File: config.mk
export PLATFORM = sky130hd
export DESIGN_NAME = exec_unit
export DESIGN_NICKNAME = d
export VERILOG_FILES = /design/src/exec_pkg.sv /design/src/issue_decode.sv /design/src/int_alu.sv /design/src/branch_cmp.sv /design/src/int_mul.sv /design/src/writeback_queue.sv /design/src/exec_unit.sv
export SDC_FILE = /design/constraint.sdc
export NUM_CORES = 2
export LEC_CHECK = 0
export BUFFER_PORTS_ARGS = -buffer_cell sky130_fd_sc_hd__buf_2
export CORE_MARGIN = 2
export CORE_UTILIZATION = 31
export DETAILED_ROUTE_END_ITERATION = 16
export PLACE_DENSITY = 0.44
export SYNTH_ARGS = -nofsm -noshare
export SYNTH_HDL_FRONTEND = slang
export SYNTH_SLANG_ARGS = --single-unit
File: constraint.sdc
create_clock -name clock -period 12 [get_ports clock]
set_input_delay 2.4 -clock clock [delete_from_list [all_inputs] [get_ports clock]]
set_output_delay 2.4 -clock clock [all_outputs]
set_load 0.03 [all_outputs]
File: src/exec_pkg.sv
`default_nettype none

package exec_pkg;

  localparam int DEF_MUL_LATENCY = 4;
  localparam int DEF_WB_DEPTH    = 4;

  typedef logic [3:0] tag_t;

  typedef enum logic [1:0] {
    UNIT_ALU = 2'd0,
    UNIT_BR  = 2'd1,
    UNIT_MUL = 2'd2
  } unit_t;

  typedef enum logic [3:0] {
    ALU_ADD, ALU_SUB, ALU_SLT, ALU_SLTU, ALU_XOR,
    ALU_OR, ALU_AND, ALU_SLL, ALU_SRL, ALU_SRA
  } alu_type_t;

  typedef enum logic [2:0] {
    BR_EQ, BR_NE, BR_LT, BR_GE, BR_LTU, BR_GEU
  } br_type_t;

  typedef enum logic [1:0] {
    MUL_LO, MUL_H, MUL_HSU, MUL_HU
  } mul_type_t;

  // raw request from the issue port
  typedef struct packed {
    unit_t       unit;
    logic [2:0]  funct3;
    logic        alt;        // funct7 bit 5
    tag_t        tag;
    logic [31:0] src1;
    logic [31:0] src2;
  } exec_req_t;

  typedef struct packed {
    alu_type_t   alu_type;
    br_type_t    br_type;
    mul_type_t   mul_type;
    tag_t        tag;
    logic [31:0] src1;
    logic [31:0] src2;
  } micro_op_t;

  typedef struct packed {
    tag_t        tag;
    logic        is_branch;
    logic        taken;
    logic [31:0] data;
  } exec_result_t;

endpackage

`default_nettype wire

File: src/issue_decode.sv
`timescale 1ns/10ps
`default_nettype none

module issue_decode import exec_pkg::*; (
  input  wire logic      clock,
  input  wire logic      reset,
  input  wire logic      issue_valid,
  input  wire exec_req_t issue_req,
  output micro_op_t      uop,
  output logic           alu_go,
  output logic           br_go,
  output logic           mul_go
);

  micro_op_t dec;

  always_comb begin
    dec.tag  = issue_req.tag;
    dec.src1 = issue_req.src1;
    dec.src2 = issue_req.src2;

    case (issue_req.funct3)
      3'b000:  dec.alu_type = issue_req.alt ? ALU_SUB : ALU_ADD;
      3'b001:  dec.alu_type = ALU_SLL;
      3'b010:  dec.alu_type = ALU_SLT;
      3'b011:  dec.alu_type = ALU_SLTU;
      3'b100:  dec.alu_type = ALU_XOR;
      3'b101:  dec.alu_type = issue_req.alt ? ALU_SRA : ALU_SRL;
      3'b110:  dec.alu_type = ALU_OR;
      default: dec.alu_type = ALU_AND;
    endcase

    case (issue_req.funct3)
      3'b001:  dec.br_type = BR_NE;
      3'b100:  dec.br_type = BR_LT;
      3'b101:  dec.br_type = BR_GE;
      3'b110:  dec.br_type = BR_LTU;
      3'b111:  dec.br_type = BR_GEU;
      default: dec.br_type = BR_EQ;    // 010/011 are not branches
    endcase

    case (issue_req.funct3)
      3'b001:  dec.mul_type = MUL_H;
      3'b010:  dec.mul_type = MUL_HSU;
      3'b011:  dec.mul_type = MUL_HU;
      default: dec.mul_type = MUL_LO;  // div codes fall back to mul
    endcase
  end

  always_ff @(posedge clock) begin
    if (issue_valid)
      uop <= dec;
  end

  // one strobe per valid issue
  always_ff @(posedge clock) begin
    if (reset) begin
      alu_go <= 1'b0;
      br_go  <= 1'b0;
      mul_go <= 1'b0;
    end else begin
      alu_go <= issue_valid && (issue_req.unit == UNIT_ALU);
      br_go  <= issue_valid && (issue_req.unit == UNIT_BR);
      mul_go <= issue_valid && (issue_req.unit == UNIT_MUL);
    end
  end

endmodule

`default_nettype wire

File: src/int_alu.sv
`timescale 1ns/10ps
`default_nettype none

module int_alu import exec_pkg::*; (
  input  wire logic      clock,
  input  wire logic      reset,
  input  wire logic      go,
  input  wire micro_op_t uop,
  output logic           valid,
  output exec_result_t   result
);

  logic signed [31:0] s1, s2;
  logic        [4:0]  shamt;
  logic        [31:0] alu_data;

  assign s1    = uop.src1;
  assign s2    = uop.src2;
  assign shamt = uop.src2[4:0];

  always_comb begin
    case (uop.alu_type)
      ALU_ADD:  alu_data = uop.src1 + uop.src2;
      ALU_SUB:  alu_data = uop.src1 - uop.src2;
      ALU_SLT:  alu_data = {31'd0, s1 < s2};
      ALU_SLTU: alu_data = {31'd0, uop.src1 < uop.src2};
      ALU_XOR:  alu_data = uop.src1 ^ uop.src2;
      ALU_OR:   alu_data = uop.src1 | uop.src2;
      ALU_AND:  alu_data = uop.src1 & uop.src2;
      ALU_SLL:  alu_data = uop.src1 << shamt;
      ALU_SRL:  alu_data = uop.src1 >> shamt;
      ALU_SRA:  alu_data = s1 >>> shamt;   // keeps sign
      default:  alu_data = '0;
    endcase
  end

  always_ff @(posedge clock) begin
    if (go) begin
      result.tag       <= uop.tag;
      result.is_branch <= 1'b0;
      result.taken     <= 1'b0;
      result.data      <= alu_data;
    end
  end

  always_ff @(posedge clock) begin
    if (reset)
      valid <= 1'b0;
    else
      valid <= go;
  end

endmodule

`default_nettype wire

File: src/branch_cmp.sv
`timescale 1ns/10ps
`default_nettype none

module branch_cmp import exec_pkg::*; (
  input  wire logic      clock,
  input  wire logic      reset,
  input  wire logic      go,
  input  wire micro_op_t uop,
  output logic           valid,
  output exec_result_t   result
);

  logic signed [31:0] s1, s2;
  logic               taken;

  assign s1 = uop.src1;
  assign s2 = uop.src2;

  always_comb begin
    case (uop.br_type)
      BR_EQ:   taken = uop.src1 == uop.src2;
      BR_NE:   taken = uop.src1 != uop.src2;
      BR_LT:   taken = s1 < s2;
      BR_GE:   taken = s1 >= s2;
      BR_LTU:  taken = uop.src1 < uop.src2;
      BR_GEU:  taken = uop.src1 >= uop.src2;
      default: taken = 1'b0;
    endcase
  end

  always_ff @(posedge clock) begin
    if (go) begin
      result.tag       <= uop.tag;
      result.is_branch <= 1'b1;
      result.taken     <= taken;
      result.data      <= '0;   // no data for branches
    end
  end

  always_ff @(posedge clock) begin
    if (reset)
      valid <= 1'b0;
    else
      valid <= go;
  end

endmodule

`default_nettype wire

File: src/int_mul.sv
`timescale 1ns/10ps
`default_nettype none

module int_mul import exec_pkg::*; #(
  parameter int MUL_LATENCY = DEF_MUL_LATENCY
) (
  input  wire logic      clock,
  input  wire logic      reset,
  input  wire logic      go,
  input  wire micro_op_t uop,
  output logic           valid,
  output exec_result_t   result
);

  logic                   a_signed;
  logic                   b_signed;
  logic signed [32:0]     op_a, op_b;
  logic signed [63:0]     product;
  logic [MUL_LATENCY-1:0] valid_q;
  logic [MUL_LATENCY-1:0] hi_q;      // upper word select per stage
  tag_t                   tag_q  [MUL_LATENCY];
  logic [63:0]            prod_q [MUL_LATENCY];

  always_comb begin
    case (uop.mul_type)
      MUL_HSU: begin
        a_signed = 1'b1;
        b_signed = 1'b0;
      end
      MUL_HU: begin
        a_signed = 1'b0;
        b_signed = 1'b0;
      end
      default: begin
        a_signed = 1'b1;
        b_signed = 1'b1;
      end
    endcase
  end

  // one extra bit so a single signed multiply covers all variants
  assign op_a    = {a_signed & uop.src1[31], uop.src1};
  assign op_b    = {b_signed & uop.src2[31], uop.src2};
  assign product = 64'(op_a) * 64'(op_b);

  always_ff @(posedge clock) begin
    prod_q[0] <= product;
    tag_q[0]  <= uop.tag;
    hi_q[0]   <= (uop.mul_type != MUL_LO);
    for (int i = 1; i < MUL_LATENCY; i++) begin
      prod_q[i] <= prod_q[i-1];
      tag_q[i]  <= tag_q[i-1];
      hi_q[i]   <= hi_q[i-1];
    end
  end

  always_ff @(posedge clock) begin
    if (reset)
      valid_q <= '0;
    else
      valid_q <= {valid_q[MUL_LATENCY-2:0], go};
  end

  assign valid = valid_q[MUL_LATENCY-1];

  always_comb begin
    result.tag       = tag_q[MUL_LATENCY-1];
    result.is_branch = 1'b0;
    result.taken     = 1'b0;
    result.data      = hi_q[MUL_LATENCY-1] ? prod_q[MUL_LATENCY-1][63:32]
                                           : prod_q[MUL_LATENCY-1][31:0];
  end

endmodule

`default_nettype wire

File: src/writeback_queue.sv
`timescale 1ns/10ps
`default_nettype none

module writeback_queue import exec_pkg::*; #(
  parameter int WB_DEPTH = DEF_WB_DEPTH
) (
  input  wire logic         clock,
  input  wire logic         reset,
  input  wire logic         a_valid,
  input  wire exec_result_t a_result,
  input  wire logic         b_valid,
  input  wire exec_result_t b_result,
  output logic              out_valid,
  output exec_result_t      out_result
);

  localparam int PTR_W = $clog2(WB_DEPTH);
  localparam int CNT_W = $clog2(WB_DEPTH + 1);

  exec_result_t     mem [WB_DEPTH];
  logic [PTR_W-1:0] rd_ptr, wr_ptr, wr_ptr_inc;
  logic [CNT_W-1:0] count;
  logic             empty;
  logic             first_v, second_v;
  exec_result_t     first_in;
  logic [1:0]       n_in, n_wr;
  logic             pop_v;
  exec_result_t     pop_data;

  function automatic logic [PTR_W-1:0] ptr_inc(input logic [PTR_W-1:0] p);
    return (p == PTR_W'(WB_DEPTH - 1)) ? '0 : p + 1'b1;
  endfunction

  assign empty      = (count == '0);
  assign first_v    = a_valid | b_valid;
  assign second_v   = a_valid & b_valid;
  assign first_in   = b_valid ? b_result : a_result;  // mul entry goes first
  assign n_in       = {1'b0, a_valid} + {1'b0, b_valid};
  assign pop_v      = !empty || first_v;
  assign pop_data   = empty ? first_in : mem[rd_ptr]; // bypass when empty
  assign n_wr       = empty ? {1'b0, second_v} : n_in;
  assign wr_ptr_inc = ptr_inc(wr_ptr);

  always_ff @(posedge clock) begin
    if (empty) begin
      if (second_v)
        mem[wr_ptr] <= a_result;
    end else begin
      if (first_v)
        mem[wr_ptr] <= first_in;
      if (second_v)
        mem[wr_ptr_inc] <= a_result;
    end
  end

  always_ff @(posedge clock) begin
    if (reset) begin
      rd_ptr    <= '0;
      wr_ptr    <= '0;
      count     <= '0;
      out_valid <= 1'b0;
    end else begin
      if (!empty)
        rd_ptr <= ptr_inc(rd_ptr);
      if (n_wr == 2'd1)
        wr_ptr <= wr_ptr_inc;
      else if (n_wr == 2'd2)
        wr_ptr <= ptr_inc(wr_ptr_inc);
      count     <= count + CNT_W'(n_in) - CNT_W'(pop_v);
      out_valid <= pop_v;
    end
  end

  always_ff @(posedge clock) begin
    if (pop_v)
      out_result <= pop_data;
  end

endmodule

`default_nettype wire

File: src/exec_unit.sv
`timescale 1ns/10ps
`default_nettype none

module exec_unit import exec_pkg::*; #(
  parameter int MUL_LATENCY = DEF_MUL_LATENCY,
  parameter int WB_DEPTH    = DEF_WB_DEPTH
) (
  input  wire logic      clock,
  input  wire logic      reset,
  input  wire logic      issue_valid,
  input  wire exec_req_t issue_req,
  output logic           out_valid,
  output exec_result_t   out_result
);

  localparam int RES_W = $bits(exec_result_t);

  micro_op_t    uop;
  logic         alu_go, br_go, mul_go;
  logic         alu_valid, br_valid, mul_valid;
  exec_result_t alu_result, br_result, mul_result;
  logic         a_valid;
  exec_result_t a_result;

  issue_decode u_issue_decode (
    .clock       (clock),
    .reset       (reset),
    .issue_valid (issue_valid),
    .issue_req   (issue_req),
    .uop         (uop),
    .alu_go      (alu_go),
    .br_go       (br_go),
    .mul_go      (mul_go)
  );

  int_alu u_int_alu (
    .clock  (clock),
    .reset  (reset),
    .go     (alu_go),
    .uop    (uop),
    .valid  (alu_valid),
    .result (alu_result)
  );

  branch_cmp u_branch_cmp (
    .clock  (clock),
    .reset  (reset),
    .go     (br_go),
    .uop    (uop),
    .valid  (br_valid),
    .result (br_result)
  );

  int_mul #(
    .MUL_LATENCY (MUL_LATENCY)
  ) u_int_mul (
    .clock  (clock),
    .reset  (reset),
    .go     (mul_go),
    .uop    (uop),
    .valid  (mul_valid),
    .result (mul_result)
  );

  // alu and branch never finish together, so an and-or merge is enough
  assign a_valid  = alu_valid | br_valid;
  assign a_result = exec_result_t'(({RES_W{alu_valid}} & alu_result) |
                                   ({RES_W{br_valid}}  & br_result));

  writeback_queue #(
    .WB_DEPTH (WB_DEPTH)
  ) u_writeback_queue (
    .clock      (clock),
    .reset      (reset),
    .a_valid    (a_valid),
    .a_result   (a_result),
    .b_valid    (mul_valid),
    .b_result   (mul_result),
    .out_valid  (out_valid),
    .out_result (out_result)
  );

endmodule

`default_nettype wire

==> results.py <==
metrics = {
    "die": {
        "ios": 116,
        "num_rows": 168,
        "initial_core_util_pct": 31.1,
        "die_x_microns": 462,
        "dieArea_sq_um": 214000,
        "die-height_microns": 462,
        "fp.coreArea_sq_um": 209000,
    },
    "critical_path": {
        "r2r_slack_ns": 2.23,
        "crit_fanout": 18,
        "r2r_cells": 22,
        "crit_type": "flip-flop to flip-flop",
        "r2r-end": "u_int_mul.prod_q[0][60]$_DFF_P_",
        "crit_path_start_kind": "flip-flop",
        "critPathRequiredTime_ns": 12.60,
        "r2r_start": "u_issue_decode.uop[69]$_DFFE_PP_",
        "crit_arrival_ns": 10.37,
        "cp-end-kind": "flip-flop",
    },
    "logic_synthesis": {
        "synthCells": 6716,
        "syn_area_per_cell_sq_um": 9.69,
        "synth_area_leader_cell": "fa_1",
        "synth_top_cell_area_share_pct": 34.7,
        "syn-cell-area_sq_um": 65100,
        "synth_cell_types": 83,
        "yosysSeqAreaShare_pct": 23.3,
        "ys_warn_count": 0,
        "synth_edf_count": 308,
        "synth_nets": 8242,
        "synth_flop_cell": "edfxtp_1",
        "synthArstFlopShare_pct": 0,
        "synth_seq_cells": 603,
        "synth_area_leaders": "fa_1 35%, edfxtp_1 14%, dfxtp_1 9.1%",
    },
    "route": {
        "wl_met1_microns": 104000,
        "drt_iter0_drc": 4518,
        "top_layer_used": "met5",
        "dr.pass1.iters": 6,
        "drtAntennaViolNets": 0,
        "drc": 0,
        "post_drt_via_cell_ratio": 5.12,
        "wire_per_inst_microns": 26.2,
        "wl_met3_microns": 17400,
        "route.met2.wl_microns": 114000,
        "via_count": 48700,
        "postRouteWirelength_microns": 249000,
    },
    "clock_network": {
        "cts_setup_buffers": 0,
        "cts_resized": 0,
        "ctsLongestPathBuffers": 3,
        "cts.sink_count": 603,
        "clk_latency_ns": 0.75,
        "cts_tree": "done",
        "clock-root-buffer": "clkbuf_16",
        "cts_buffers": 72,
        "cts_hold_buf": 0,
        "ctsHtreeMaxLevel": 3,
        "clk_pin_slew_ns": 0.06,
    },
    "place": {
        "io_buffers": 115,
        "hpwl_microns": 189000,
        "gp_congestion": 0.938,
    },
    "hold_path": {
        "min_path_cells": 0,
        "whs_endpoint": "u_int_mul.prod_q[2][14]$_DFF_P_",
        "min_from": "u_int_mul.prod_q[1][14]$_DFF_P_",
        "hold_class": "flip-flop to flip-flop",
    },
    "finish": {
        "finalNetCount": 8151,
        "final_common_cell": "inv_1",
        "fillers": 21500,
        "drive_gt1_share_pct": 8.50,
        "synthToLayoutAreaGrowth_pct": 9.29,
        "final_cell_mix": "1,174 x inv_1, 1,128 x fa_1, 937 x nand2_1, 570 x nor2_1, 490 x a21oi_1",
    },
    "global_route": {
        "grt_max_degree": 98,
        "grt_pass1_wl_microns": 362000,
        "overflow": 0,
        "grt_pass1_vias": 50600,
        "grt_usage_pct": 23.6,
        "grt_antenna_before_repair": 28,
    },
    "timing": {
        "finalSetupTns_ns": 0,
        "fmax_mhz": 102,
        "hold_viol": 0,
        "period_needed_ns": 9.77,
        "slew_headroom_pct": 17.8,
        "rsz0062_at_grt": "no",
        "finalClockSkew_ns": 0.0811,
        "final-setup-viol-count": 0,
        "period_share_pct": 81.4,
        "worst_pin_slew_ns": 1.23,
        "slew_violations": 0,
    },
    "flow_run": {
        "max-cap-violations": 0,
    },
    "status": {
        "status": "completed",
    },
}
[critical path, stage by stage (launching register included)]
cell,delay (ns)
edfxtp_1,0.65
nand2_1,0.75
nand2_1,0.35
inv_1,0.13
fa_1,0.62
fa_1,0.64
fa_1,0.55
inv_1,0.42
fa_1,0.52
fa_1,0.50
fa_1,0.56
fa_1,0.43
fa_1,0.49
inv_1,0.04
ha_1,0.40
a21o_1,0.22
a21oi_1,0.22
nand2_1,0.12
a211oi_1,0.30
o211ai_1,0.29
a32oi_1,0.82
o31ai_1,0.23
o311ai_0,0.39
[routing by layer]
metal | vias up | GRT usage, %
li1 | 21000 | -
met1 | 25200 | 31.4
met2 | 1987 | 37.6
met3 | 446 | 3.87
met4 | 8 | 10.7
met5 | - | 0
[final cells by class]
cell class	count	area, sq um	area share [%]
diodes	13	32.5	0.0457
clock buffers	95	2070	2.92
clock inverters	37	339	0.477
inverters	1209	4540	6.38
multi-input cells	4493	43900	61.7
flip-flops and latches	603	15200	21.3
well taps	2805	3510	4.93
repair buffers	246	1590	2.23
[sequential cells by signal (all words and copies together), names as in the netlist, named ones only]
name and cells:
u_int_mul.prod_q 256, u_writeback_queue.mem 152, u_issue_decode.uop 77, u_writeback_queue.out_result 38, u_int_alu.result 36, u_int_mul.tag_q 16, u_branch_cmp.result 5, u_int_mul.hi_q 4
u_int_mul.valid_q 4, u_writeback_queue.count 3, u_writeback_queue.rd_ptr 2, u_writeback_queue.wr_ptr 2, u_branch_cmp.valid 1, u_int_alu.valid 1, u_issue_decode.alu_go 1, u_issue_decode.br_go 1
u_issue_decode.mul_go 1, u_writeback_queue.out_valid 1
[worst max path at each step]
stage | startpoint | endpoint | slack, ns | cells after the start
6_report | u_issue_decode.uop[69]$_DFFE_PP_ | u_int_mul.prod_q[0][60]$_DFF_P_ | 2.23 | 22
5_1_grt | u_issue_decode.uop[63]$_DFFE_PP_ | u_int_mul.prod_q[0][60]$_DFF_P_ | 1.89 | 23
4_1_cts | u_issue_decode.uop[68]$_DFFE_PP_ | u_int_mul.prod_q[0][60]$_DFF_P_ | 2.29 | 22
3_5_place_dp | u_issue_decode.uop[68]$_DFFE_PP_ | u_int_mul.prod_q[0][60]$_DFF_P_ | 2.29 | 22
3_3_place_gp | u_issue_decode.uop[41]$_DFFE_PP_ | u_int_mul.prod_q[0][37]$_DFF_P_ | 2.37 | 22
2_1_floorplan | u_issue_decode.uop[2]$_DFFE_PP_ | u_int_mul.prod_q[0][63]$_DFF_P_ | 3.04 | 32
[synth_stat cells (38+ instances only)]
cell type	number
a21o_1	54
a21oi_1	490
buf_1	91
clkbuf_1	299
dfxtp_1	295
edfxtp_1	308
fa_1	1128
ha_1	321
inv_1	1178
mux2_2	48
mux2i_1	41
mux4_2	95
nand2_1	940
nor2_1	571
nor3_1	38
o21ai_0	169
xnor2_1	77
[kinds of logic after synthesis]
family	Yosys count	synth area share (%)
and+or+nand+nor	1761	11.1
DFF	603	23.3
buffers and inverters	1620	9.42
adders and majority gates	1450	40.9
xor gates and xnor gates	104	1.40
AOI/OAI and AO/OA	994	9.19
muxes	184	4.75
[through the flow]
stage	worst slack (ns)	area, sq um	util (%)	hold WS [ns]	cells
floorplan	3.04	65100	-	0.310	6716
global placement	2.37	68700	32.8	0.310	9356
detailed placement	2.29	68700	32.8	0.312	9356
CTS	2.29	71100	34.0	0.295	9488
global route	1.89	71100	34.0	0.298	9492
finish	2.23	71100	34.0	0.297	9501
Power is left out: the tool's default activity adds up to more than one toggle a clock period on the data nets, which glitch-free logic cannot reach.
